--- src/source/isa_pkg.sv ---
package isa_pkg;

    localparam int ilen = 32;

    // major opcodes kept by the core
    localparam logic [6:0] op_lui    = 7'b0110111;
    localparam logic [6:0] op_jal    = 7'b1101111;
    localparam logic [6:0] op_branch = 7'b1100011;
    localparam logic [6:0] op_load   = 7'b0000011;
    localparam logic [6:0] op_store  = 7'b0100011;
    localparam logic [6:0] op_imm    = 7'b0010011;
    localparam logic [6:0] op_reg    = 7'b0110011;

    // alu funct3
    localparam logic [2:0] f3_add_sub = 3'b000;
    localparam logic [2:0] f3_sll     = 3'b001;
    localparam logic [2:0] f3_slt     = 3'b010;
    localparam logic [2:0] f3_xor     = 3'b100;
    localparam logic [2:0] f3_srl_sra = 3'b101;
    localparam logic [2:0] f3_or      = 3'b110;
    localparam logic [2:0] f3_and     = 3'b111;

    // branch funct3
    localparam logic [2:0] f3_beq = 3'b000;
    localparam logic [2:0] f3_bne = 3'b001;
    localparam logic [2:0] f3_blt = 3'b100;
    localparam logic [2:0] f3_bge = 3'b101;

    localparam logic [2:0] f3_word = 3'b010; // lw / sw width

    typedef union packed {
        struct packed {
            logic [6:0] funct7;
            logic [4:0] rs2;
            logic [4:0] rs1;
            logic [2:0] funct3;
            logic [4:0] rd;
            logic [6:0] opcode;
        } r;
        struct packed {
            logic [11:0] imm;
            logic [19:0] rest; // rs1, funct3, rd, opcode
        } i;
        struct packed {
            logic [6:0]  imm_hi;
            logic [12:0] regs; // rs2, rs1, funct3
            logic [4:0]  imm_lo;
            logic [6:0]  opcode;
        } s;
        struct packed {
            logic        imm12;
            logic [5:0]  imm10_5;
            logic [12:0] regs;
            logic [3:0]  imm4_1;
            logic        imm11;
            logic [6:0]  opcode;
        } b;
        struct packed {
            logic [19:0] imm;
            logic [11:0] rest; // rd, opcode
        } u;
        struct packed {
            logic        imm20;
            logic [9:0]  imm10_1;
            logic        imm11;
            logic [7:0]  imm19_12;
            logic [11:0] rest;
        } j;
    } insn_u;

endpackage

--- src/source/core_pkg.sv ---
package core_pkg;

    localparam int xlen       = 32;
    localparam int nregs      = 32;
    localparam int reg_addr_w = 5;
    localparam int alu_op_w   = 4;

    localparam logic [alu_op_w-1:0] alu_add    = 4'd0;
    localparam logic [alu_op_w-1:0] alu_sub    = 4'd1;
    localparam logic [alu_op_w-1:0] alu_slt    = 4'd2;
    localparam logic [alu_op_w-1:0] alu_xor    = 4'd3;
    localparam logic [alu_op_w-1:0] alu_or     = 4'd4;
    localparam logic [alu_op_w-1:0] alu_and    = 4'd5;
    localparam logic [alu_op_w-1:0] alu_sll    = 4'd6;
    localparam logic [alu_op_w-1:0] alu_srl    = 4'd7;
    localparam logic [alu_op_w-1:0] alu_sra    = 4'd8;
    localparam logic [alu_op_w-1:0] alu_pass_b = 4'd9; // lui

endpackage

--- src/source/ex_bus_if.sv ---
`timescale 1ns/1ns

interface ex_bus_if import core_pkg::*; ();

    logic                  valid;
    logic [xlen-1:0]       pc;
    logic [alu_op_w-1:0]   alu_op;
    logic [xlen-1:0]       op_a;
    logic [xlen-1:0]       op_b;
    logic [xlen-1:0]       store_data;
    logic [xlen-1:0]       imm;
    logic [reg_addr_w-1:0] rd;
    logic                  rf_we;
    logic                  is_branch;
    logic                  is_jal;
    logic                  is_load;
    logic                  is_store;
    logic [2:0]            br_funct3;

    modport src (output valid, pc, alu_op, op_a, op_b, store_data, imm, rd, rf_we,
                 is_branch, is_jal, is_load, is_store, br_funct3);
    modport dst (input valid, pc, alu_op, op_a, op_b, store_data, imm, rd, rf_we,
                 is_branch, is_jal, is_load, is_store, br_funct3);

endinterface

--- src/source/mem_cmd_if.sv ---
`timescale 1ns/1ns

interface mem_cmd_if import core_pkg::*; ();

    logic            start; // valid load or store held in execute
    logic            we;
    logic [xlen-1:0] addr;
    logic [xlen-1:0] wdata;
    logic            busy;
    logic [xlen-1:0] rdata;

    modport req (output start, we, addr, wdata, input busy, rdata);
    modport rsp (input start, we, addr, wdata, output busy, rdata);

endinterface

--- src/source/pipe_ctrl.sv ---
`timescale 1ns/1ns

module pipe_ctrl import core_pkg::*; #(
    parameter logic [xlen-1:0] reset_vector = '0
) (
    input  logic            clk_i,
    input  logic            rst_i,
    input  logic            stall_i,
    input  logic            redirect_i,
    input  logic [xlen-1:0] target_i,
    output logic [xlen-1:0] imem_addr_o,
    output logic [xlen-1:0] fetch_pc_o,
    output logic            id_valid_o
);

    logic [xlen-1:0] pc; // address of the word now on imem_rdata_i
    logic [xlen-1:0] npc;
    logic            redirect_q;
    logic [xlen-1:0] target_q;

    // fetch turns one cycle after execute resolves the branch
    always_ff @(posedge clk_i) begin
        redirect_q <= !rst_i && redirect_i;
        target_q   <= target_i;
    end

    assign npc = rst_i      ? reset_vector :
                 stall_i    ? pc           : // repeat address, data stays put
                 redirect_q ? target_q     :
                              pc + 4;

    always_ff @(posedge clk_i) begin
        pc <= npc;
    end

    assign imem_addr_o = npc;
    assign fetch_pc_o  = pc;

    // two slots behind a taken branch are squashed
    assign id_valid_o = !(rst_i || redirect_i || redirect_q);

endmodule

--- src/source/decode_stage.sv ---
`timescale 1ns/1ns

module decode_stage import isa_pkg::*; import core_pkg::*; (
    input  logic                  clk_i,
    input  logic                  rst_i,
    input  logic                  stall_i,
    input  logic                  id_valid_i,
    input  logic [ilen-1:0]       insn_i,
    input  logic [xlen-1:0]       pc_i,
    output logic [reg_addr_w-1:0] rs1_addr_o,
    output logic [reg_addr_w-1:0] rs2_addr_o,
    input  logic [xlen-1:0]       rs1_data_i,
    input  logic [xlen-1:0]       rs2_data_i,
    ex_bus_if.src                 ex
);

    insn_u               insn;
    logic [alu_op_w-1:0] alu_op;
    logic [xlen-1:0]     imm;
    logic                use_imm;
    logic                rf_we;
    logic                is_branch;
    logic                is_jal;
    logic                is_load;
    logic                is_store;

    assign insn       = insn_i;
    assign rs1_addr_o = insn.r.rs1;
    assign rs2_addr_o = insn.r.rs2;

    always_comb begin
        alu_op    = alu_add; // also the address adder for lw / sw
        imm       = '0;
        use_imm   = 1'b0;
        rf_we     = 1'b0;
        is_branch = 1'b0;
        is_jal    = 1'b0;
        is_load   = 1'b0;
        is_store  = 1'b0;
        case (insn.r.opcode)
            op_lui: begin
                alu_op  = alu_pass_b;
                imm     = {insn.u.imm, 12'b0};
                use_imm = 1'b1;
                rf_we   = 1'b1;
            end
            op_jal: begin
                imm    = {{(xlen-20){insn.j.imm20}}, insn.j.imm19_12, insn.j.imm11,
                          insn.j.imm10_1, 1'b0};
                is_jal = 1'b1;
                rf_we  = 1'b1;
            end
            op_branch: begin
                imm = {{(xlen-12){insn.b.imm12}}, insn.b.imm11, insn.b.imm10_5,
                       insn.b.imm4_1, 1'b0};
                case (insn.r.funct3)
                    f3_beq, f3_bne, f3_blt, f3_bge: is_branch = 1'b1;
                    default: is_branch = 1'b0; // unsigned compares not kept
                endcase
            end
            op_load: begin
                imm     = {{(xlen-12){insn.i.imm[11]}}, insn.i.imm};
                use_imm = 1'b1;
                is_load = (insn.r.funct3 == f3_word);
                rf_we   = is_load;
            end
            op_store: begin
                imm      = {{(xlen-12){insn.s.imm_hi[6]}}, insn.s.imm_hi, insn.s.imm_lo};
                use_imm  = 1'b1;
                is_store = (insn.r.funct3 == f3_word);
            end
            op_imm, op_reg: begin
                imm     = {{(xlen-12){insn.i.imm[11]}}, insn.i.imm};
                use_imm = (insn.r.opcode == op_imm);
                rf_we   = 1'b1;
                case (insn.r.funct3)
                    f3_add_sub: begin
                        alu_op = (!use_imm && insn.r.funct7[5]) ? alu_sub : alu_add;
                    end
                    f3_sll:     alu_op = alu_sll;
                    f3_slt:     alu_op = alu_slt;
                    f3_xor:     alu_op = alu_xor;
                    f3_srl_sra: alu_op = insn.r.funct7[5] ? alu_sra : alu_srl;
                    f3_or:      alu_op = alu_or;
                    f3_and:     alu_op = alu_and;
                    default:    rf_we  = 1'b0; // sltu, sltiu run as no-ops
                endcase
            end
            default: ; // anything else is a no-op
        endcase
    end

    always_ff @(posedge clk_i) begin
        if (rst_i) begin
            ex.valid <= 1'b0;
        end else if (!stall_i) begin
            ex.valid <= id_valid_i;
        end
        if (!stall_i) begin
            ex.pc         <= pc_i;
            ex.alu_op     <= alu_op;
            ex.op_a       <= is_jal ? pc_i : rs1_data_i;
            ex.op_b       <= use_imm ? imm : rs2_data_i;
            ex.store_data <= rs2_data_i;
            ex.imm        <= imm;
            ex.rd         <= insn.r.rd;
            ex.rf_we      <= rf_we;
            ex.is_branch  <= is_branch;
            ex.is_jal     <= is_jal;
            ex.is_load    <= is_load;
            ex.is_store   <= is_store;
            ex.br_funct3  <= insn.r.funct3;
        end
    end

endmodule

--- src/source/regfile.sv ---
`timescale 1ns/1ns

module regfile import core_pkg::*; (
    input  logic                  clk_i,
    input  logic [reg_addr_w-1:0] rs1_addr_i,
    input  logic [reg_addr_w-1:0] rs2_addr_i,
    output logic [xlen-1:0]       rs1_data_o,
    output logic [xlen-1:0]       rs2_data_o,
    input  logic                  we_i,
    input  logic [reg_addr_w-1:0] waddr_i,
    input  logic [xlen-1:0]       wdata_i
);

    logic [xlen-1:0] regs [nregs];

    always_ff @(posedge clk_i) begin
        if (we_i) begin
            regs[waddr_i] <= wdata_i; // entry 0 is never read back
        end
    end

    // writeback sits in execute, so decode sees the write in the same cycle
    assign rs1_data_o = (rs1_addr_i == '0)                ? '0      :
                        (we_i && waddr_i == rs1_addr_i) ? wdata_i : regs[rs1_addr_i];
    assign rs2_data_o = (rs2_addr_i == '0)                ? '0      :
                        (we_i && waddr_i == rs2_addr_i) ? wdata_i : regs[rs2_addr_i];

endmodule

--- src/source/execute.sv ---
`timescale 1ns/1ns

module execute import isa_pkg::*; import core_pkg::*; (
    ex_bus_if.dst                 ex,
    mem_cmd_if.req                mem,
    input  logic                  stall_i,
    output logic                  redirect_o,
    output logic [xlen-1:0]       target_o,
    output logic                  rf_we_o,
    output logic [reg_addr_w-1:0] rf_waddr_o,
    output logic [xlen-1:0]       rf_wdata_o
);

    logic [xlen-1:0] alu_res;
    logic            br_cond;
    logic            taken;

    always_comb begin
        case (ex.alu_op)
            alu_add:    alu_res = ex.op_a + ex.op_b;
            alu_sub:    alu_res = ex.op_a - ex.op_b;
            alu_slt:    alu_res = {{(xlen-1){1'b0}}, $signed(ex.op_a) < $signed(ex.op_b)};
            alu_xor:    alu_res = ex.op_a ^ ex.op_b;
            alu_or:     alu_res = ex.op_a | ex.op_b;
            alu_and:    alu_res = ex.op_a & ex.op_b;
            alu_sll:    alu_res = ex.op_a << ex.op_b[4:0];
            alu_srl:    alu_res = ex.op_a >> ex.op_b[4:0];
            alu_sra:    alu_res = $unsigned($signed(ex.op_a) >>> ex.op_b[4:0]);
            alu_pass_b: alu_res = ex.op_b;
            default:    alu_res = '0;
        endcase
    end

    // op_b holds rs2 for branches
    always_comb begin
        case (ex.br_funct3)
            f3_beq:  br_cond = (ex.op_a == ex.op_b);
            f3_bne:  br_cond = (ex.op_a != ex.op_b);
            f3_blt:  br_cond = ($signed(ex.op_a) < $signed(ex.op_b));
            f3_bge:  br_cond = ($signed(ex.op_a) >= $signed(ex.op_b));
            default: br_cond = 1'b0;
        endcase
    end

    assign taken      = ex.is_jal || (ex.is_branch && br_cond);
    assign redirect_o = ex.valid && taken;
    assign target_o   = ex.pc + ex.imm;

    // lsu command, alu result is the effective address
    assign mem.start = ex.valid && (ex.is_load || ex.is_store);
    assign mem.we    = ex.is_store;
    assign mem.addr  = alu_res;
    assign mem.wdata = ex.store_data;

    assign rf_we_o    = ex.valid && ex.rf_we && !stall_i;
    assign rf_waddr_o = ex.rd;
    assign rf_wdata_o = ex.is_jal  ? ex.pc + 4 : // link
                        ex.is_load ? mem.rdata :
                                     alu_res;

endmodule

--- src/source/lsu.sv ---
`timescale 1ns/1ns

module lsu import core_pkg::*; (
    input  logic            clk_i,
    input  logic            rst_i,
    mem_cmd_if.rsp          mem,
    output logic            dmem_req_o,
    output logic            dmem_we_o,
    output logic [xlen-1:0] dmem_addr_o,
    output logic [xlen-1:0] dmem_wdata_o,
    input  logic            dmem_ack_i,
    input  logic [xlen-1:0] dmem_rdata_i
);

    localparam logic [1:0] st_idle         = 2'd0;
    localparam logic [1:0] st_wait_ack     = 2'd1;
    localparam logic [1:0] st_wait_release = 2'd2;
    localparam logic [1:0] st_done         = 2'd3; // one free cycle, pipeline moves on

    logic [1:0]      state;
    logic [xlen-1:0] rdata_q;

    always_ff @(posedge clk_i) begin
        if (rst_i) begin
            state <= st_idle;
        end else begin
            case (state)
                st_idle:         if (mem.start) state <= st_wait_ack;
                st_wait_ack:     if (dmem_ack_i) state <= st_wait_release;
                st_wait_release: if (!dmem_ack_i) state <= st_done;
                default:         state <= st_idle;
            endcase
        end
    end

    always_ff @(posedge clk_i) begin
        if (state == st_wait_ack && dmem_ack_i) begin
            rdata_q <= dmem_rdata_i; // valid only while ack is up
        end
    end

    // command is held stable by the stalled execute stage
    assign dmem_req_o   = (state == st_wait_ack);
    assign dmem_we_o    = mem.we;
    assign dmem_addr_o  = mem.addr;
    assign dmem_wdata_o = mem.wdata;

    assign mem.busy  = (state == st_idle) ? mem.start : (state != st_done);
    assign mem.rdata = rdata_q;

endmodule

--- src/source/core_top.sv ---
`timescale 1ns/1ns

module core_top import isa_pkg::*; import core_pkg::*; #(
    parameter logic [xlen-1:0] reset_vector = '0
) (
    input  logic            clk_i,
    input  logic            rst_i,
    output logic [xlen-1:0] imem_addr_o,
    input  logic [ilen-1:0] imem_rdata_i,
    output logic            dmem_req_o,
    output logic            dmem_we_o,
    output logic [xlen-1:0] dmem_addr_o,
    output logic [xlen-1:0] dmem_wdata_o,
    input  logic            dmem_ack_i,
    input  logic [xlen-1:0] dmem_rdata_i
);

    logic                  redirect;
    logic [xlen-1:0]       target;
    logic [xlen-1:0]       fetch_pc;
    logic                  id_valid;
    logic [reg_addr_w-1:0] rs1_addr;
    logic [reg_addr_w-1:0] rs2_addr;
    logic [xlen-1:0]       rs1_data;
    logic [xlen-1:0]       rs2_data;
    logic                  rf_we;
    logic [reg_addr_w-1:0] rf_waddr;
    logic [xlen-1:0]       rf_wdata;

    ex_bus_if  ex_bus ();
    mem_cmd_if mem_cmd ();

    pipe_ctrl #(.reset_vector(reset_vector)) u_pipe_ctrl (
        .clk_i(clk_i), .rst_i(rst_i), .stall_i(mem_cmd.busy),
        .redirect_i(redirect), .target_i(target),
        .imem_addr_o(imem_addr_o), .fetch_pc_o(fetch_pc), .id_valid_o(id_valid)
    );

    decode_stage u_decode (
        .clk_i(clk_i), .rst_i(rst_i), .stall_i(mem_cmd.busy),
        .id_valid_i(id_valid), .insn_i(imem_rdata_i), .pc_i(fetch_pc),
        .rs1_addr_o(rs1_addr), .rs2_addr_o(rs2_addr),
        .rs1_data_i(rs1_data), .rs2_data_i(rs2_data), .ex(ex_bus.src)
    );

    regfile u_regfile (
        .clk_i(clk_i), .rs1_addr_i(rs1_addr), .rs2_addr_i(rs2_addr),
        .rs1_data_o(rs1_data), .rs2_data_o(rs2_data),
        .we_i(rf_we), .waddr_i(rf_waddr), .wdata_i(rf_wdata)
    );

    execute u_execute (
        .ex(ex_bus.dst), .mem(mem_cmd.req), .stall_i(mem_cmd.busy),
        .redirect_o(redirect), .target_o(target),
        .rf_we_o(rf_we), .rf_waddr_o(rf_waddr), .rf_wdata_o(rf_wdata)
    );

    lsu u_lsu (
        .clk_i(clk_i), .rst_i(rst_i), .mem(mem_cmd.rsp),
        .dmem_req_o(dmem_req_o), .dmem_we_o(dmem_we_o),
        .dmem_addr_o(dmem_addr_o), .dmem_wdata_o(dmem_wdata_o),
        .dmem_ack_i(dmem_ack_i), .dmem_rdata_i(dmem_rdata_i)
    );

endmodule

--- config.mk ---
export PLATFORM = sky130hd
export DESIGN_NAME = core_top
export DESIGN_NICKNAME = d
export VERILOG_FILES = /design/src/source/isa_pkg.sv /design/src/source/core_pkg.sv /design/src/source/ex_bus_if.sv /design/src/source/mem_cmd_if.sv /design/src/source/pipe_ctrl.sv /design/src/source/decode_stage.sv /design/src/source/regfile.sv /design/src/source/execute.sv /design/src/source/lsu.sv /design/src/source/core_top.sv
export SDC_FILE = /design/constraint.sdc
export NUM_CORES = 2
export LEC_CHECK = 0
export ABC_AREA = 1
export BUFFER_PORTS_ARGS = -buffer_cell sky130_fd_sc_hd__buf_2
export CAP_MARGIN = 20
export CORE_MARGIN = 5
export CORE_UTILIZATION = 40
export CTS_BUF_LIST = sky130_fd_sc_hd__clkbuf_4
export DETAILED_ROUTE_END_ITERATION = 12
export PLACE_DENSITY_LB_ADDON = 0.15
export SLEW_MARGIN = 20
export SYNTH_ARGS = -nofsm -noshare
export SYNTH_HDL_FRONTEND = slang
export SYNTH_SLANG_ARGS = --single-unit
--- constraint.sdc ---
create_clock -name clk_i -period 10.4 [get_ports clk_i]
set_clock_uncertainty 0.2 [all_clocks]
set_input_delay 1.04 -clock clk_i [delete_from_list [all_inputs] [get_ports clk_i]]
set_output_delay 1.04 -clock clk_i [all_outputs]
set_load 0.02 [all_outputs]
==> flow_summary_export.csv <==
group,metric,value,unit
run_status,outcome,"complete, no violations",
synthesis,synth_flop_cell,"edfxtp_1",
worst_setup_path,endpoint,"dmem_addr_o[15]",
min_path,hold_class,"in -> reg",
floorplanning,fp.dieW,440,um
worst_setup_path,crit_chain,"buf_4 > inv_2 > buf_4 > ha_1 > inv_1 > nand3_1 > nand3_1 > nand2_1 > nand2_1 > nand2_1 > nand2_1 > nand2_1 > nand3_1 > nand2_1 > nor2_1 > inv_1 > buf_2",
timing,relSlewSlack,19.2,%
worst_setup_path,slowest_stage,"nor2_1",
place,dp_cells,10701,
job,maxCapViolations,0,
routing,firstDrtPassIters,9,
worst_setup_path,crit_start,"u_decode.ex.op_b[1]",
synthesis,async_flop_share,0,%
worst_setup_path,start_kind,"flop",
routing,drt-total-wl,344,mm
routing,wire_per_inst,30.2,um
timing,setup_tns,0,ns
synthesis,synth_top_area_share,50.0,%
worst_setup_path,worst-path-stages,17,
routing,drtIter0Drc,10892,
synthesis,ys_seq_elements,1301,
synthesis,yosys-top-cells-area,"edfxtp_1 (50%), nand2_1 (11%), a21oi_1 (5.2%)",
timing,period_share,63.8,%
worst_setup_path,crit_fanout,71,
routing,vias_per_cell,6.24,
floorplanning,die_area,194000,um^2
global_route,grt_pass1_wl,482,mm
place,hpwl,221,mm
timing,finalHoldViolations,0,
final_layout,drive_gt1_share,10.8,%
timing,rsz0062_at_grt,"no",
worst_setup_path,cp.required,9.16,ns
power,p_total,25.2,mW
synthesis,synth-edff-count,1233,
timing,layout_setup_ws,3.77,ns
final_layout,final_cell_mix,"nand2_1 (2168), edfxtp_1 (1233), a21oi_1 (762), nand3_1 (725), nor2_1 (632)",
timing,setup_viol,0,
routing,vias,71046,
place,detailed_place.area,76800,um^2
timing,worstMarginPinSlew,1.21,ns
synthesis,syn_inst,8523,
power,powerDensity,308,nW/um^2
cts,cts_root_buf,"clkbuf_4",
floorplanning,die_height,440,um
final_layout,synthToLayoutAreaGrowth,10.5,%
global_route,overflow,0,
power,ir_worst_vdd,0.000399,V
final_layout,final_common_cell,"nand2_1",
global_route,grt_max_degree,202,
floorplanning,initial_core_util,40.3,%
min_path,worstHoldStart,"imem_rdata_i[4]",
timing,layout_min_cycle_time,6.63,ns
cts,clock_latency,1.39,ns
synthesis,syn_avg_cell_area,8.68,um^2
cts,clock-sinks,1301,
final_layout,fin_cells,11386,
power,p_leak,31.5,nW
worst_setup_path,r2r_slack,4.79,ns
synthesis,yosysTopAreaCell,"edfxtp_1",
cts,clkTransAtPathRegs,0.06,ns
worst_setup_path,slowest_delay,0.74,ns
timing,max_freq,151,MHz
worst_setup_path,crit_top_cell,"nand2_1",
worst_setup_path,worstSetupPathType,"reg -> out",
synthesis,netlist_area,74000,um^2
floorplanning,io_pins,165,
global_route,antenna_found_initial,16,
routing,drc,0,
cts,cts_tree,"done",
cts,clockBufferDepth,4,
worst_setup_path,r2r_end,"u_decode.ex.op_a[10]",
synthesis,ys_types,64,
final_layout,final_area,81800,um^2
global_route,grt_pass1_vias,66927,
floorplanning,core.rowCount,157,
worst_setup_path,r2r_start,"u_decode.ex.op_b[0]",
place,place_congestion,1.06,
cts,numCtsBuffers,367,
synthesis,seq_area_frac_synth,51.9,%
worst_setup_path,reg2regPathDepth,19,
worst_setup_path,arrival,5.39,ns
floorplanning,core-area,183000,um^2
worst_setup_path,cp-end-kind,"output port",
synthesis,ys.warnings.count,0,
timing,slew_violations,0,
routing,postRouteAntennaNets,0,
global_route,track_usage,34.2,%
worst_setup_path,critPathBufInv,6,
worst_setup_path,worst_path_dominant_cell_family,"simple AND/OR/NAND/NOR gates",
synthesis,syn-num-nets,8729,
place,port_buffers,164,
final_layout,nets,8866,
cts,post_cts_buffers,0,
cts,htreeDepth,5,
place,pre_cts_ws,4.94,ns
==> layer usage <==
layer	global-route usage, %	routed length, um	part of all wire (%)
met1	43.3	129000	38
met2	52.2	150000	44
met3	8.27	38000	11
met4	22.7	26600	7.7
met5	0	71	0.021
==> synth_stat cells (14+ instances only) <==
library cell     n
nand2_1       2169
edfxtp_1      1233
a21oi_1        762
nand3_1        725
nor2_1         668
o21ai_0        602
inv_1          513
clkbuf_1       291
buf_2          218
o221ai_1       177
ha_1           136
o211ai_1       106
a32o_1          85
dfxtp_1         68
nand4_1         68
nor3_1          62
a22oi_1         59
xor2_1          59
a221o_1         55
buf_1           52
a31oi_1         48
o22ai_1         39
a221oi_1        34
o21ai_1         22
o21bai_1        22
nor4_1          21
o31ai_1         19
inv_2           18
o311ai_0        18
xnor2_1         17
a211oi_1        14
==> state kept, by name, indices dropped and copies added, names as in the netlist <==
name,flops
u_decode.ex.rf_we,1
u_decode.ex.is_jal,1
u_decode.ex.op_a,32
u_pipe_ctrl.target_q,32
u_pipe_ctrl.redirect_q,1
u_regfile.regs,1024
u_decode.ex.store_data,32
u_decode.ex.is_load,1
u_lsu.mem.rdata,32
u_decode.ex.rd,5
u_decode.ex.is_branch,1
u_pipe_ctrl.fetch_pc_o,32
u_decode.ex.br_funct3,3
u_decode.ex.op_b,32
u_decode.ex.alu_op,4
u_decode.ex.valid,1
u_decode.ex.pc,32
u_decode.ex.imm,32
u_lsu.state,2
u_decode.ex.is_store,1
==> final cells by class <==
type / count / area (um^2)
Clock buffer: 519 / 3900
Clock inverter: 100 / 455
Timing Repair Buffer: 350 / 2500
Antenna cell: 12 / 30.0
Inverter: 535 / 2060
Tap cell: 2464 / 3080
Multi-Input combinational cell: 6105 / 31300
Fill cell: 18053 / 102000
Sequential cell: 1301 / 38400
==> power by group <==
| part | switching (mW) | internal (mW) |
|---|---|---|
| clock network | 2.26 | 2.33 |
| registers | 0.809 | 8.14 |
| logic | 9.15 | 2.47 |
| total | 12.2 | 12.9 |
==> worst register-to-register path: cells and delay by family, from the launching register on <==
family / cells / cell delay (ns)
AOI/OAI and AO/OA: 2 / 0.67
adders and majority gates: 2 / 0.81
buffers and inverters: 2 / 0.90
DFF: 1 / 0.41
and+or+nand+nor: 13 / 2.37
==> stage by stage <==
stage | utilization [%] | hold WS (ns)
2_1_floorplan | - | 0.206
6_report | 44.6 | 0.157
3_5_place_dp | 41.9 | 0.215
5_1_grt | 44.5 | 0.0597
3_3_place_gp | 41.9 | 0.222
4_1_cts | 44.5 | 0.00632
==> repair_timing <==
item | in CTS | in global routing
endpoints found under the hold margin | 72 | 0
hold buffers | 53 | 0
resized for setup | 0 | 0
==> cells by family (layout without fill, tap and decap cells) <==
logic type                 after synthesis  in the layout  synth area share, %
other                                    0             12                    0
xor gates and xnor gates                76             76                0.899
AOI/OAI and AO/OA                     2102           2102                 17.4
DFF                                   1301           1301                 51.9
adders and majority gates              139            139                 2.38
buffers and inverters                 1117           1504                 6.16
and+or+nand+nor                       3788           3788                 21.3
==> worst min path at each step <==
stage	end	slack, ns	cells after the start
after floorplan	u_decode.ex.pc[23]	0.21	0
after detailed placement	u_decode.ex.pc[0]	0.21	0
after global routing	u_decode.ex.imm[31]	0.06	3
final	u_decode.ex.is_load	0.16	5
after global placement	u_decode.ex.pc[0]	0.22	0
after CTS	u_decode.ex.is_load	0.006	5
Note: power is estimated with default switching activity, not from simulation.
